`src/logic/sine_table.svh`:
```
`ifndef SINE_TABLE_SVH
`define SINE_TABLE_SVH

// first quarter of a sine, 127 * sin of the mid-point of each step
// 64 steps span 0 to 90 degrees
// mirrored and offset around 128 by the user
localparam logic [6:0] SINE_QTR [0:63] = '{
  7'd2,
  7'd5,
  7'd8,
  7'd11,
  7'd14,
  7'd17,
  7'd20,
  7'd23,
  7'd26,
  7'd29,
  7'd32,
  7'd35,
  7'd38,
  7'd41,
  7'd44,
  7'd47,
  7'd50,
  7'd53,
  7'd56,
  7'd58,
  7'd61,
  7'd64,
  7'd67,
  7'd69,
  7'd72,
  7'd74,
  7'd77,
  7'd79,
  7'd82,
  7'd84,
  7'd86,
  7'd89,
  7'd91,
  7'd93,
  7'd95,
  7'd97,
  7'd99,
  7'd101,
  7'd103,
  7'd105,
  7'd106,
  7'd108,
  7'd110,
  7'd111,
  7'd113,
  7'd114,
  7'd115,
  7'd117,
  7'd118,
  7'd119,
  7'd120,
  7'd121,
  7'd122,
  7'd123,
  7'd124,
  7'd124,
  7'd125,
  7'd125,
  7'd126,
  7'd126,
  7'd127,
  7'd127,
  7'd127,
  7'd127
};

`endif
```
`src/logic/dso_pkg.sv`:
```
package dso_pkg;

  // sample width shared by adc and dac
  localparam int SAMPLE_W = 8;

  // phase accumulator width
  localparam int PHASE_W = 32;

  // edge count result width
  localparam int FREQ_W = 20;

  // waveform select codes
  localparam logic [1:0] WAVE_SINE     = 2'd0;
  localparam logic [1:0] WAVE_SQUARE   = 2'd1;
  localparam logic [1:0] WAVE_TRIANGLE = 2'd2;
  localparam logic [1:0] WAVE_SAW      = 2'd3;

  // measurement window in ad_clk cycles
  localparam int GATE_CYCLES = 4096;
  // wide enough for 0 .. GATE_CYCLES-1
  localparam int GATE_W = 12;

  // re-arm distance below trig_level
  localparam int TRIG_HYST = 16;

endpackage

```
`src/logic/dso_top.sv`:
```
`timescale 1ns/100ps
module dso_top
  import dso_pkg::*;
(
  input  logic                ad_clk,
  input  logic                sys_rst_n,
  input  logic                wave_load,
  input  logic [1:0]          wave_sel,
  input  logic [PHASE_W-1:0]  freq_word,
  input  logic [7:0]          trig_level,
  input  logic [SAMPLE_W-1:0] ad_data,
  output logic [SAMPLE_W-1:0] dac_data,
  output logic                ad_pulse,
  output logic                meas_valid,
  output logic [FREQ_W-1:0]   ad_freq,
  output logic [SAMPLE_W-1:0] ad_max,
  output logic [SAMPLE_W-1:0] ad_min,
  output logic [SAMPLE_W-1:0] ad_vpp
);

  // waveform generator
  dds_gen dds_gen_inst (
    .ad_clk    (ad_clk),
    .sys_rst_n (sys_rst_n),
    .wave_load (wave_load),
    .wave_sel  (wave_sel),
    .freq_word (freq_word),
    .dac_data  (dac_data)
  );

  // trigger comparator on the adc stream
  pulse_gen pulse_gen_inst (
    .ad_clk     (ad_clk),
    .sys_rst_n  (sys_rst_n),
    .ad_data    (ad_data),
    .trig_level (trig_level),
    .ad_pulse   (ad_pulse)
  );

  // a new waveform also restarts the gate
  param_measure param_measure_inst (
    .ad_clk       (ad_clk),
    .sys_rst_n    (sys_rst_n),
    .gate_restart (wave_load),
    .ad_data      (ad_data),
    .ad_pulse     (ad_pulse),
    .meas_valid   (meas_valid),
    .ad_freq      (ad_freq),
    .ad_max       (ad_max),
    .ad_min       (ad_min),
    .ad_vpp       (ad_vpp)
  );

endmodule

```
`src/logic/param_measure.sv`:
```
`timescale 1ns/100ps
module param_measure
  import dso_pkg::*;
(
  input  logic                ad_clk,
  input  logic                sys_rst_n,
  input  logic                gate_restart,
  input  logic [SAMPLE_W-1:0] ad_data,
  input  logic                ad_pulse,
  output logic                meas_valid,
  output logic [FREQ_W-1:0]   ad_freq,
  output logic [SAMPLE_W-1:0] ad_max,
  output logic [SAMPLE_W-1:0] ad_min,
  output logic [SAMPLE_W-1:0] ad_vpp
);

  // gate window position
  logic [GATE_W-1:0]   gate_cnt;
  logic                gate_first;
  logic                gate_last;
  // trigger edge detect
  logic                pulse_d;
  logic                pulse_rise;
  // running window state
  logic [FREQ_W-1:0]   edge_cnt;
  logic [FREQ_W-1:0]   edge_next;
  logic [SAMPLE_W-1:0] run_max;
  logic [SAMPLE_W-1:0] run_min;
  logic [SAMPLE_W-1:0] max_next;
  logic [SAMPLE_W-1:0] min_next;

  assign gate_first = (gate_cnt == '0);
  // a restart on the last cycle throws the window away
  assign gate_last  = (gate_cnt == GATE_W'(GATE_CYCLES - 1)) && !gate_restart;
  assign pulse_rise = ad_pulse && !pulse_d;

  // values including the current sample
  // first cycle of a window seeds from scratch
  assign edge_next = (gate_first ? '0 : edge_cnt) + FREQ_W'(pulse_rise);
  assign max_next  = (gate_first || (ad_data > run_max)) ? ad_data : run_max;
  assign min_next  = (gate_first || (ad_data < run_min)) ? ad_data : run_min;

  // gate counter, modulo GATE_CYCLES
  always_ff @(posedge ad_clk or negedge sys_rst_n) begin
    if (!sys_rst_n)
      gate_cnt <= '0;
    else if (gate_restart || gate_last)
      gate_cnt <= '0;
    else
      gate_cnt <= gate_cnt + 1'b1;
  end

  // edge counting
  always_ff @(posedge ad_clk or negedge sys_rst_n) begin
    if (!sys_rst_n) begin
      pulse_d  <= 1'b0;
      edge_cnt <= '0;
    end else begin
      pulse_d  <= ad_pulse;
      edge_cnt <= edge_next;
    end
  end

  // extremes are reseeded each window
  always_ff @(posedge ad_clk) begin
    run_max <= max_next;
    run_min <= min_next;
  end

  // results latched on the last gate cycle
  // held until the next window ends
  always_ff @(posedge ad_clk or negedge sys_rst_n) begin
    if (!sys_rst_n) begin
      meas_valid <= 1'b0;
      ad_freq    <= '0;
      ad_max     <= '0;
      ad_min     <= '0;
      ad_vpp     <= '0;
    end else begin
      meas_valid <= gate_last;
      if (gate_last) begin
        ad_freq <= edge_next;
        ad_max  <= max_next;
        ad_min  <= min_next;
        // max never below min within one window
        ad_vpp  <= max_next - min_next;
      end
    end
  end

endmodule

```
`src/logic/pulse_gen.sv`:
```
`timescale 1ns/100ps
module pulse_gen
  import dso_pkg::*;
(
  input  logic                ad_clk,
  input  logic                sys_rst_n,
  input  logic [SAMPLE_W-1:0] ad_data,
  input  logic [7:0]          trig_level,
  output logic                ad_pulse
);

  // lower threshold for re-arming
  logic [SAMPLE_W-1:0] low_level;
  // low threshold exists only above the hysteresis band
  logic                hyst_ok;

  assign low_level = trig_level - SAMPLE_W'(TRIG_HYST);
  assign hyst_ok   = trig_level >= SAMPLE_W'(TRIG_HYST);

  // pulse low means armed
  // set on reaching the level, clear well below it
  always_ff @(posedge ad_clk or negedge sys_rst_n) begin
    if (!sys_rst_n) begin
      ad_pulse <= 1'b0;
    end else if (!ad_pulse) begin
      if (ad_data >= trig_level)
        ad_pulse <= 1'b1;
    end else begin
      // noise near trig_level cannot clear it
      if (hyst_ok && (ad_data < low_level))
        ad_pulse <= 1'b0;
    end
  end

endmodule

```
`src/logic/dds_gen.sv`:
```
`timescale 1ns/100ps
module dds_gen
  import dso_pkg::*;
(
  input  logic                ad_clk,
  input  logic                sys_rst_n,
  input  logic                wave_load,
  input  logic [1:0]          wave_sel,
  input  logic [PHASE_W-1:0]  freq_word,
  output logic [SAMPLE_W-1:0] dac_data
);

  // loaded settings
  logic [1:0]          wave_reg;
  logic [PHASE_W-1:0]  freq_reg;
  // accumulator and shaping
  logic [PHASE_W-1:0]  phase;
  logic [SAMPLE_W-1:0] p;
  logic [5:0]          idx;
  logic [6:0]          q;
  logic [SAMPLE_W-1:0] shaped;

  `include "sine_table.svh"

  // load restarts the phase at zero
  always_ff @(posedge ad_clk or negedge sys_rst_n) begin
    if (!sys_rst_n) begin
      wave_reg <= WAVE_SINE;
      freq_reg <= '0;
      phase    <= '0;
    end else if (wave_load) begin
      wave_reg <= wave_sel;
      freq_reg <= freq_word;
      phase    <= '0;
    end else begin
      phase <= phase + freq_reg;
    end
  end

  // top bits of phase drive the lookup
  assign p = phase[PHASE_W-1 -: SAMPLE_W];

  always_comb begin
    // odd quarters walk the table backwards
    idx = p[6] ? ~p[5:0] : p[5:0];
    q   = SINE_QTR[idx];
    case (wave_reg)
      // 128+q on first half, 127-q on second
      WAVE_SINE:     shaped = p[7] ? {1'b0, ~q} : {1'b1, q};
      WAVE_SQUARE:   shaped = phase[PHASE_W-1] ? '0 : '1;
      // 2p rising then 2*(255-p) falling
      WAVE_TRIANGLE: shaped = p[7] ? {~p[6:0], 1'b0} : {p[6:0], 1'b0};
      WAVE_SAW:      shaped = p;
      default:       shaped = p;
    endcase
  end

  // registered dac sample
  always_ff @(posedge ad_clk or negedge sys_rst_n) begin
    if (!sys_rst_n)
      dac_data <= '0;
    else
      dac_data <= shaped;
  end

endmodule

```
`config.mk`:
```
export PLATFORM = sky130hd
export DESIGN_NAME = dso_top
export DESIGN_NICKNAME = d
export VERILOG_FILES = /design/src/logic/dso_pkg.sv /design/src/logic/dso_top.sv /design/src/logic/param_measure.sv /design/src/logic/pulse_gen.sv /design/src/logic/dds_gen.sv
export VERILOG_INCLUDE_DIRS = /design/src /design/src/logic
export SDC_FILE = /design/constraint.sdc
export NUM_CORES = 1
export LEC_CHECK = 0
export BUFFER_PORTS_ARGS = -buffer_cell sky130_fd_sc_hd__buf_2
export CAP_MARGIN = 0
export CORE_MARGIN = 2
export CORE_UTILIZATION = 60
export CTS_BUF_LIST = sky130_fd_sc_hd__clkbuf_4
export DETAILED_ROUTE_END_ITERATION = 8
export GPL_TIMING_DRIVEN = 0
export PLACE_DENSITY = 0.92
export SLEW_MARGIN = 20
export SYNTH_ARGS = -nofsm -noshare
export SYNTH_HDL_FRONTEND = slang
export SYNTH_SLANG_ARGS = --single-unit
export TNS_END_PERCENT = 100
```
`constraint.sdc`:
```
create_clock -name ad_clk -period 4.64 [get_ports ad_clk]
set_clock_uncertainty 0.15 [all_clocks]
set_input_delay 0.464 -clock ad_clk [delete_from_list [all_inputs] [get_ports ad_clk]]
set_output_delay 0.464 -clock ad_clk [all_outputs]
set_load 0.02 [all_outputs]
```
==> results of run 1 <==
==> final timing paths <==
| path | start | endpoint | slack [ps] | cells after the start |
|---|---|---|---|---|
| hold reg to reg | param_measure_inst.ad_freq[1]$_DFFE_PN0P_ | param_measure_inst.ad_freq[1]$_DFFE_PN0P_ | 340 | 2 |
| hold / removal | ad_data[0] | param_measure_inst.run_min[0]$_DFF_P_ | 60 | 2 |
| min in group asynchronous | sys_rst_n | dds_gen_inst.freq_reg[13]$_DFFE_PN0P_ | 260 | 2 |
| setup reg to reg | param_measure_inst.run_max[5]$_DFF_P_ | param_measure_inst.ad_vpp[7]$_DFFE_PN0P_ | 490 | 18 |
| max in group asynchronous | sys_rst_n | param_measure_inst.gate_cnt[3]$_DFF_PN0_ | 3280 | 3 |
| setup / recovery | param_measure_inst.run_max[5]$_DFF_P_ | param_measure_inst.ad_vpp[7]$_DFFE_PN0P_ | 490 | 18 |
==> logic make-up after synthesis <==
kind of cell,after synthesis,share of synthesized area [%]
XOR/XNOR,67,6.48
buffers and inverters,94,4.29
AND/OR/NAND/NOR,324,15.4
multiplexers,59,6.97
adder cells (fa/ha/maj),82,10.7
AO/OA/AOI/OAI,197,13.3
flip-flops,169,42.8
==> worst reg2reg max path: cells and delay by family, from the launching register on <==
kind	cells	cell delay, ps
AO/OA/AOI/OAI	7	1370
AND/OR/NAND/NOR	5	870
buffers and inverters	2	150
multiplexers	1	390
flip-flops	1	360
XOR/XNOR	1	210
adder cells (fa/ha/maj)	2	570
==> report_power, final <==
part / internal [mW] / switching, mW / leakage (nW)
combinational: 1.22 / 1.68 / 3.21
sequential: 1.70 / 0.142 / 2.13
clock: 0.246 / 0.600 / 0.153
==> Yosys cell counts (all sizes together), types with 3 or more instances <==
library cell / instances / area [sq um]
dfrtp: 153 / 3830
nand2: 126 / 473
nor2: 93 / 349
ha: 80 / 1000
inv: 58 / 218
o21ai: 58 / 294
a21oi: 50 / 250
mux2: 42 / 477
xor2: 35 / 325
xnor2: 31 / 279
nand3: 23 / 115
a21o: 21 / 159
clkbuf: 19 / 81.3
nor3: 18 / 101
buf: 17 / 116
dfxtp: 16 / 320
mux2i: 15 / 154
a211oi: 12 / 95.1
nor2b: 12 / 75.1
nand4: 11 / 75.1
o211ai: 10 / 80.1
o21a: 9 / 67.6
nand2b: 8 / 50.1
and3: 7 / 43.8
o31ai: 7 / 52.6
or3: 6 / 37.5
nor4: 5 / 46.3
o21bai: 4 / 30.0
a21boi: 3 / 22.5
a311oi: 3 / 26.3
a31oi: 3 / 33.8
a41oi: 3 / 41.3
nor4b: 3 / 32.5
==> metal layers <==
| metal | track usage [%] | wire, microns | up-vias |
|---|---|---|---|
| met5 | 0 | 0 | - |
| met3 | 4.63 | 1030 | 52 |
| met1 | 35.7 | 9680 | 3822 |
| met2 | 43.4 | 10900 | 255 |
| li1 | - | - | 3770 |
| met4 | 10.1 | 600 | 0 |
==> repair_timing <==
item | in CTS | in global routing
hold buffers | 35 | 0
buffers inserted | 0 | 0
endpoints found under the hold margin | 106 | 0
==> stage by stage <==
stage,worst slack [ps],util [%]
after floorplan,825,-
after global placement,327,66.3
after detailed placement,233,66.5
after CTS,461,70.5
after global routing,46.1,70.5
final,493,70.5
==> cell type report <==
type | count | area share [%]
clock buffers | 17 | 1.14
inverters | 58 | 1.95
plain buffers | 36 | 1.77
flip-flops and latches | 169 | 37.2
diodes | 1 | 0.0224
well taps | 216 | 2.42
multi-input cells | 729 | 46.0
repair buffers | 142 | 8.23
clock inverters | 15 | 1.29
==> run summary, run 1 <==
The clock tree from TritonCTS is done. The residual DRC count came out at 0. In this run the power density over the cells is 501 nW/um^2. In this run the clock root is driven by a clkbuf_4. Entering global routing, the biggest net connects 82 pins. Setup repair after global routing left no endpoint under its margin.

The placer's final routability congestion estimate came out at approximately 0.9. Leaving out fill and tap cells, the most frequent cells in the layout are 153 x dfrtp_1, 126 x nand2_1, 111 x buf_2. The layout has between 1000 and 1500 filler cells. For this design the static power due to leakage is 5.50 nW. The multi-input gate area in the final layout came out at about 5100 sq um. The final-layout setup total negative slack is 0 ps. The overall die area is approximately 17000 sq um. The highest fanout seen on the critical path came out at 9.

For this run, the leading register cell type out of synthesis is dfrtp_1. The tool flagged a number of max-cap violations equal to 0. The worst max-slew margin expressed relative to the limit is 48.0%. The HPWL reported at the end of detailed placement came out at roughly 16 mm. The kind of launch point of the worst setup path is a flop. The minimum period implied by the final worst setup slack came out at 4150 ps. For the worst setup path, the data arrival time is 4510 ps. In this run the count of I/O pins placed on the die edge is 107. In the final layout, the share of cells above drive strength 1 is 18.5%. The flow ran to the end, and the final reports show no timing, DRC or antenna violations. The total of cells resized after clock tree synthesis came out at 0. The net count of the finished layout is 1288. The sequential fraction of the synthesis area came out at approximately 43%. Yosys mapped a number of flops with a built-in enable equal to 0.

The transition time at the pin with the least slew margin is about 800 ps. The initial antenna violation count came out at 1. The number of vias per cell is roughly 5.7.

Counting flops with an async set or reset pin after synthesis yields a share of between 90% and 100%. Setup violations remaining at the end of the flow were counted as 0. The total count of max-transition violations in the final report came to 0. The design area came out at 11200 sq um.

The die boundary height came out at 131 microns. The signal on the critical path passes through inv_1 > ha_1 > a21o_1 > a21o_1 > a21oi_1 > nor2_1 > nor3_4 > mux2i_1 > inv_1 > ha_1 > nor2b_1 > o21ai_0 > nand2b_1 > a21o_1 > a2111oi_0 > nor3_1 > xor3_1 > o21ai_1. Synthesis produced 992 cells.

The die is 131 microns wide. The highest attainable clock frequency came out at approximately 0.24 GHz. The standard-cell row count is between 40 and 50.

The number of global-route vias before repair is around 7600. The number of placed instances with taps included came out at ~1300. The number of input and output port buffers inserted is between 100 and 150. The clock sink count came out at between 150 and 200. The path class of the tightest hold or removal check is primary input to flop. For this configuration, the core starts out at a cell density of about three fifths.

The critical path's largest stage delay is approximately 420 ps. Relative to the synthesized area, the layout overhead comes to 15.1%. Counting stages on the worst path, the most repeated cell is a21o_1.

Among all stages on the critical path, the largest delay is contributed by nor3_4. The global-route wire length before repair is about 36 mm. The maximum vdd ir drop is roughly 300 uV. The synthesized area came out at slightly below 10000 sq um.

The endpoint required time on the critical path is 5010 ps. The aggregate global routing overflow is 0. The post-synthesis cell type count is 75. The number of buffers and inverters on the critical path is 2.

The worst setup path is captured at a flop. The count of placed standard cells in the final layout, fillers left out came out at ~1400. The count of final hold-check violations came out at 0.

The detailed router finished its first iteration with 591 violations. The commonest non-fill, non-tap cell in the layout is dfrtp_1. For this run, the detailed router's first-pass iteration total came to 5. The residual antenna-violating net count after detailed routing came out at 0. The final wirelength is 22.2 mm. In this run the number of H-tree levels came out at 4. After synthesis the netlist holds a flip-flop and latch count of roughly 170. The final period utilization came out at 89.4%. The clock latency on the worst-skew pair came out at between 500 and 600 ps.

The average footprint of a synthesized cell came out at roughly 9.8 sq um. The via count came out at 7899. The clock transition at the register clock pins on the worst setup and hold paths after CTS came out at about 160 ps. The total area inside the core boundary comes to around 16000 sq um.

The all-layer global routing usage is 26.6%. The net count after synthesis is around 1100. Registers take just over 4000 sq um.

The instance area at placement came out at 10500 sq um. The design draws around 5.6 mW. The cell family contributing the most delay on the critical path is compound AO/OA/AOI/OAI gates. The average wire length per cell after detail routing is 16.0 microns.

The kind of critical path is flop to flop. The number of buffers inserted during clock tree synthesis is 17. The maximum buffer depth of the clock tree is 2.

The final hold slack came out at 57.5 ps. The number of warnings issued by yosys came out at 0.
Power figures use the tool's default switching activity.
==> run 2: changes to the inputs <==
--- a/config.mk
+++ b/config.mk
@@ -9,11 +9,12 @@
 export BUFFER_PORTS_ARGS = -buffer_cell sky130_fd_sc_hd__buf_2
 export CAP_MARGIN = 0
 export CORE_MARGIN = 2
-export CORE_UTILIZATION = 60
+export CORE_UTILIZATION = 25
 export CTS_BUF_LIST = sky130_fd_sc_hd__clkbuf_4
 export DETAILED_ROUTE_END_ITERATION = 8
 export GPL_TIMING_DRIVEN = 0
-export PLACE_DENSITY = 0.92
+export PLACE_DENSITY = 0.52
+export REMOVE_ABC_BUFFERS = 1
 export SLEW_MARGIN = 20
 export SYNTH_ARGS = -nofsm -noshare
 export SYNTH_HDL_FRONTEND = slang
==> run 2 against run 1 <==
Net effect:
- routed wire length is 0.23% higher
- hold slack improved by 46 ps
- register-to-register slack worse by 80 ps
- global-route usage down 15 points
==> run summary, run 2 (synthesis results as in run 1) <==
The most congested layer reported by global routing is met2. The residual antenna-violating net count after detailed routing is 0. Using the TritonRoute via totals, the vias-per-cell ratio works out to about 4.5. The die boundary height is approximately 200 microns. For the pin with the worst max-slew slack, the measured transition is roughly 870 ps. The number of placed instances with taps included is between 1500 and 2000. The highest fanout seen on the critical path is 14.

The via count came out at approximately 7400. The total power divided by cell area is roughly 470 nW/um^2. The clock latency on the worst-skew pair came out at 620 ps. The standard-cell row count is 72. The number of global-route vias before repair was around 7600. TritonCTS built the clock tree.

For this run, the total global-route usage over all layers was measured as 11.7%. The instance area at placement came out at about 11000 sq um. Summing internal, switching and leakage power gives approximately 5.4 mW. For the finished layout, the period the worst path requires is about 4200 ps.

The flow ran to the end, and the final reports show no timing, DRC or antenna violations. Entering global routing, the biggest net connects ~80 pins. The design area came out at around 11000 sq um.

The data arrival time of the worst path is between 4000 and 5000 ps. The post-route core utilization is 29.8%. In this run the tightest slew margin relative to its limit is a little over two fifths.

The number of setup violations in the final report is 0. Global routing finished with a remaining overflow of 0. The count of placed standard cells in the final layout, fillers left out came out at approximately 1700.

The number of violations of the max-capacitance limit came out at 0. Clock tree synthesis inserted a total of 17 buffers. In the global route stage, met2 resource usage came out at 19.2%. The detailed-routing iteration count for the pre-antenna-repair pass came out at 4. In the finished design, the share of the clock period the worst path needs comes to around nine tenths. The total count of max-transition violations in the final report came out at 0. 107 I/O pins were placed. The kind of launch point of the worst setup path is a flop. The CTS H-tree depth is 4.

The post-placement worst setup slack came out at -104 ps. The final-layout setup total negative slack came out at 0 ps. The critical path is of the flop to flop type.

The final wirelength is between 20 and 25 mm. The clock sink count is approximately 170. The worst hold path class is primary input to flop. The top cell types in the final layout, fill and taps aside, are 153 x dfrtp_1, 126 x nand2_1, 104 x buf_2. Setup repair after global routing left no endpoint under its margin. The met1 routing resource usage after global routing is between 10% and 20%.

The highest attainable clock frequency came out at about 0.24 GHz. The placer's final routability congestion estimate came out at roughly 0.77. For this run, global-route usage on met3 was measured as roughly 2.6%. The setup check on the worst reg-to-reg path leaves a slack of around 420 ps. The count of final hold-check violations is 0.

The x dimension of the die came out at 201 microns. The post-layout worst setup margin came out at 418 ps. The clock transition at the register clock pins on the worst setup and hold paths after CTS came out at 140 ps. The final hold slack is just over 100 ps. The maximum vdd ir drop is between 150 and 200 uV. The first routing iteration left approximately 290 violations.

The share of layout cells above drive strength 1 came out at about a fifth. The starting density of the core is between 20% and 30%. The HPWL reported at the end of detailed placement came out at about 16 mm. The maximum buffer depth of the clock tree is 2. The core box area is approximately 38000 sq um. The tree is rooted in a clkbuf_4. The initial antenna violation count came out at 2. For this run, the post-layout net count is around 1300. The leakage power came out at approximately 5.5 nW. The synthesis-to-layout area growth is 18.5%. At the worst endpoint, the required time is between 5000 and 6000 ps. The die covers about 40000 sq um. The worst setup path is captured at a flop. The global-route wire length before repair came out at a little under 40 mm.

The commonest non-fill, non-tap cell in the layout is dfrtp_1. The average wire length per cell after detail routing is ~13 microns. The number of input and output port buffers inserted is approximately 110. In the routed design, unresolved DRC markers number 0.
run 2: changes by cell type in the layout (fill, tap and decap cells not counted), sizes merged:
cell	before	now
buf	124	112
clkbuf	36	17
clkinv	2	6
clkinvlp	0	3
diode	1	2
dlygate4sd3	35	40
inv	71	64
run 2: worst paths after layout:
check	start	cells past startpoint	end
max	param_measure_inst.gate_cnt[0]$_DFF_PN0_	19	param_measure_inst.ad_vpp[7]$_DFFE_PN0P_
min reg2reg	pulse_gen_inst.ad_pulse$_DFF_PN0_	0	param_measure_inst.pulse_d$_DFF_PN0_
max reg2reg	param_measure_inst.gate_cnt[0]$_DFF_PN0_	19	param_measure_inst.ad_vpp[7]$_DFFE_PN0P_
min in group asynchronous	sys_rst_n	2	param_measure_inst.ad_min[0]$_DFFE_PN0P_
max in group asynchronous	sys_rst_n	3	dds_gen_inst.wave_reg[1]$_DFFE_PN0P_
min	ad_data[6]	3	param_measure_inst.run_min[6]$_DFF_P_
run 2: cell type report:
cell class / count / area, sq um
Sequential cell: 169 / 4150
Clock inverter: 15 / 115
Inverter: 58 / 218
Multi-Input combinational cell: 729 / 5160
Antenna cell: 2 / 5.00
Clock buffer: 17 / 128
Tap cell: 518 / 648
Timing Repair Buffer: 152 / 1050
Fill cell: 4076 / 27000
run 2: report_power, final:
group / leakage [nW] / total [mW] / internal, mW / switching, mW
Sequential: 2.13 / 1.88 / 1.70 / 0.187
Combinational: 3.19 / 2.72 / 1.19 / 1.53
Clock: 0.128 / 0.807 / 0.220 / 0.587
Total: 5.45 / 5.41 / 3.10 / 2.31
run 2: critical path, stage by stage (launching register included):
cell       delay, ps
dfrtp_1          430
inv_1            100
ha_1             150
nor4b_1          230
nand2_1          140
nor4_4           320
buf_6            200
buf_4            190
a21oi_1           50
o41a_2           220
mux2i_2          270
ha_1             260
nor2b_1          120
o21ai_0          140
nand2b_1         110
a21o_1           220
a2111oi_2        370
nor3_1           150
xor3_1           210
o21ai_1          120
run 2: routing by layer:
layer / part of all wire [%] / vias up
met1: 48 / 3565
met4: 1.7 / 0
met2: 47 / 104
li1: - / 3720
met3: 3.6 / 21
met5: 0 / -
run 2: what timing repair did:
item | in CTS | in global routing
gates resized for setup | 0 | 5
setup buffers | 1 | 0
endpoints found under the setup margin | 1 | 1
hold buffers | 40 | 0
endpoints found under the hold margin | 117 | 0
pin swaps | 1 | 0
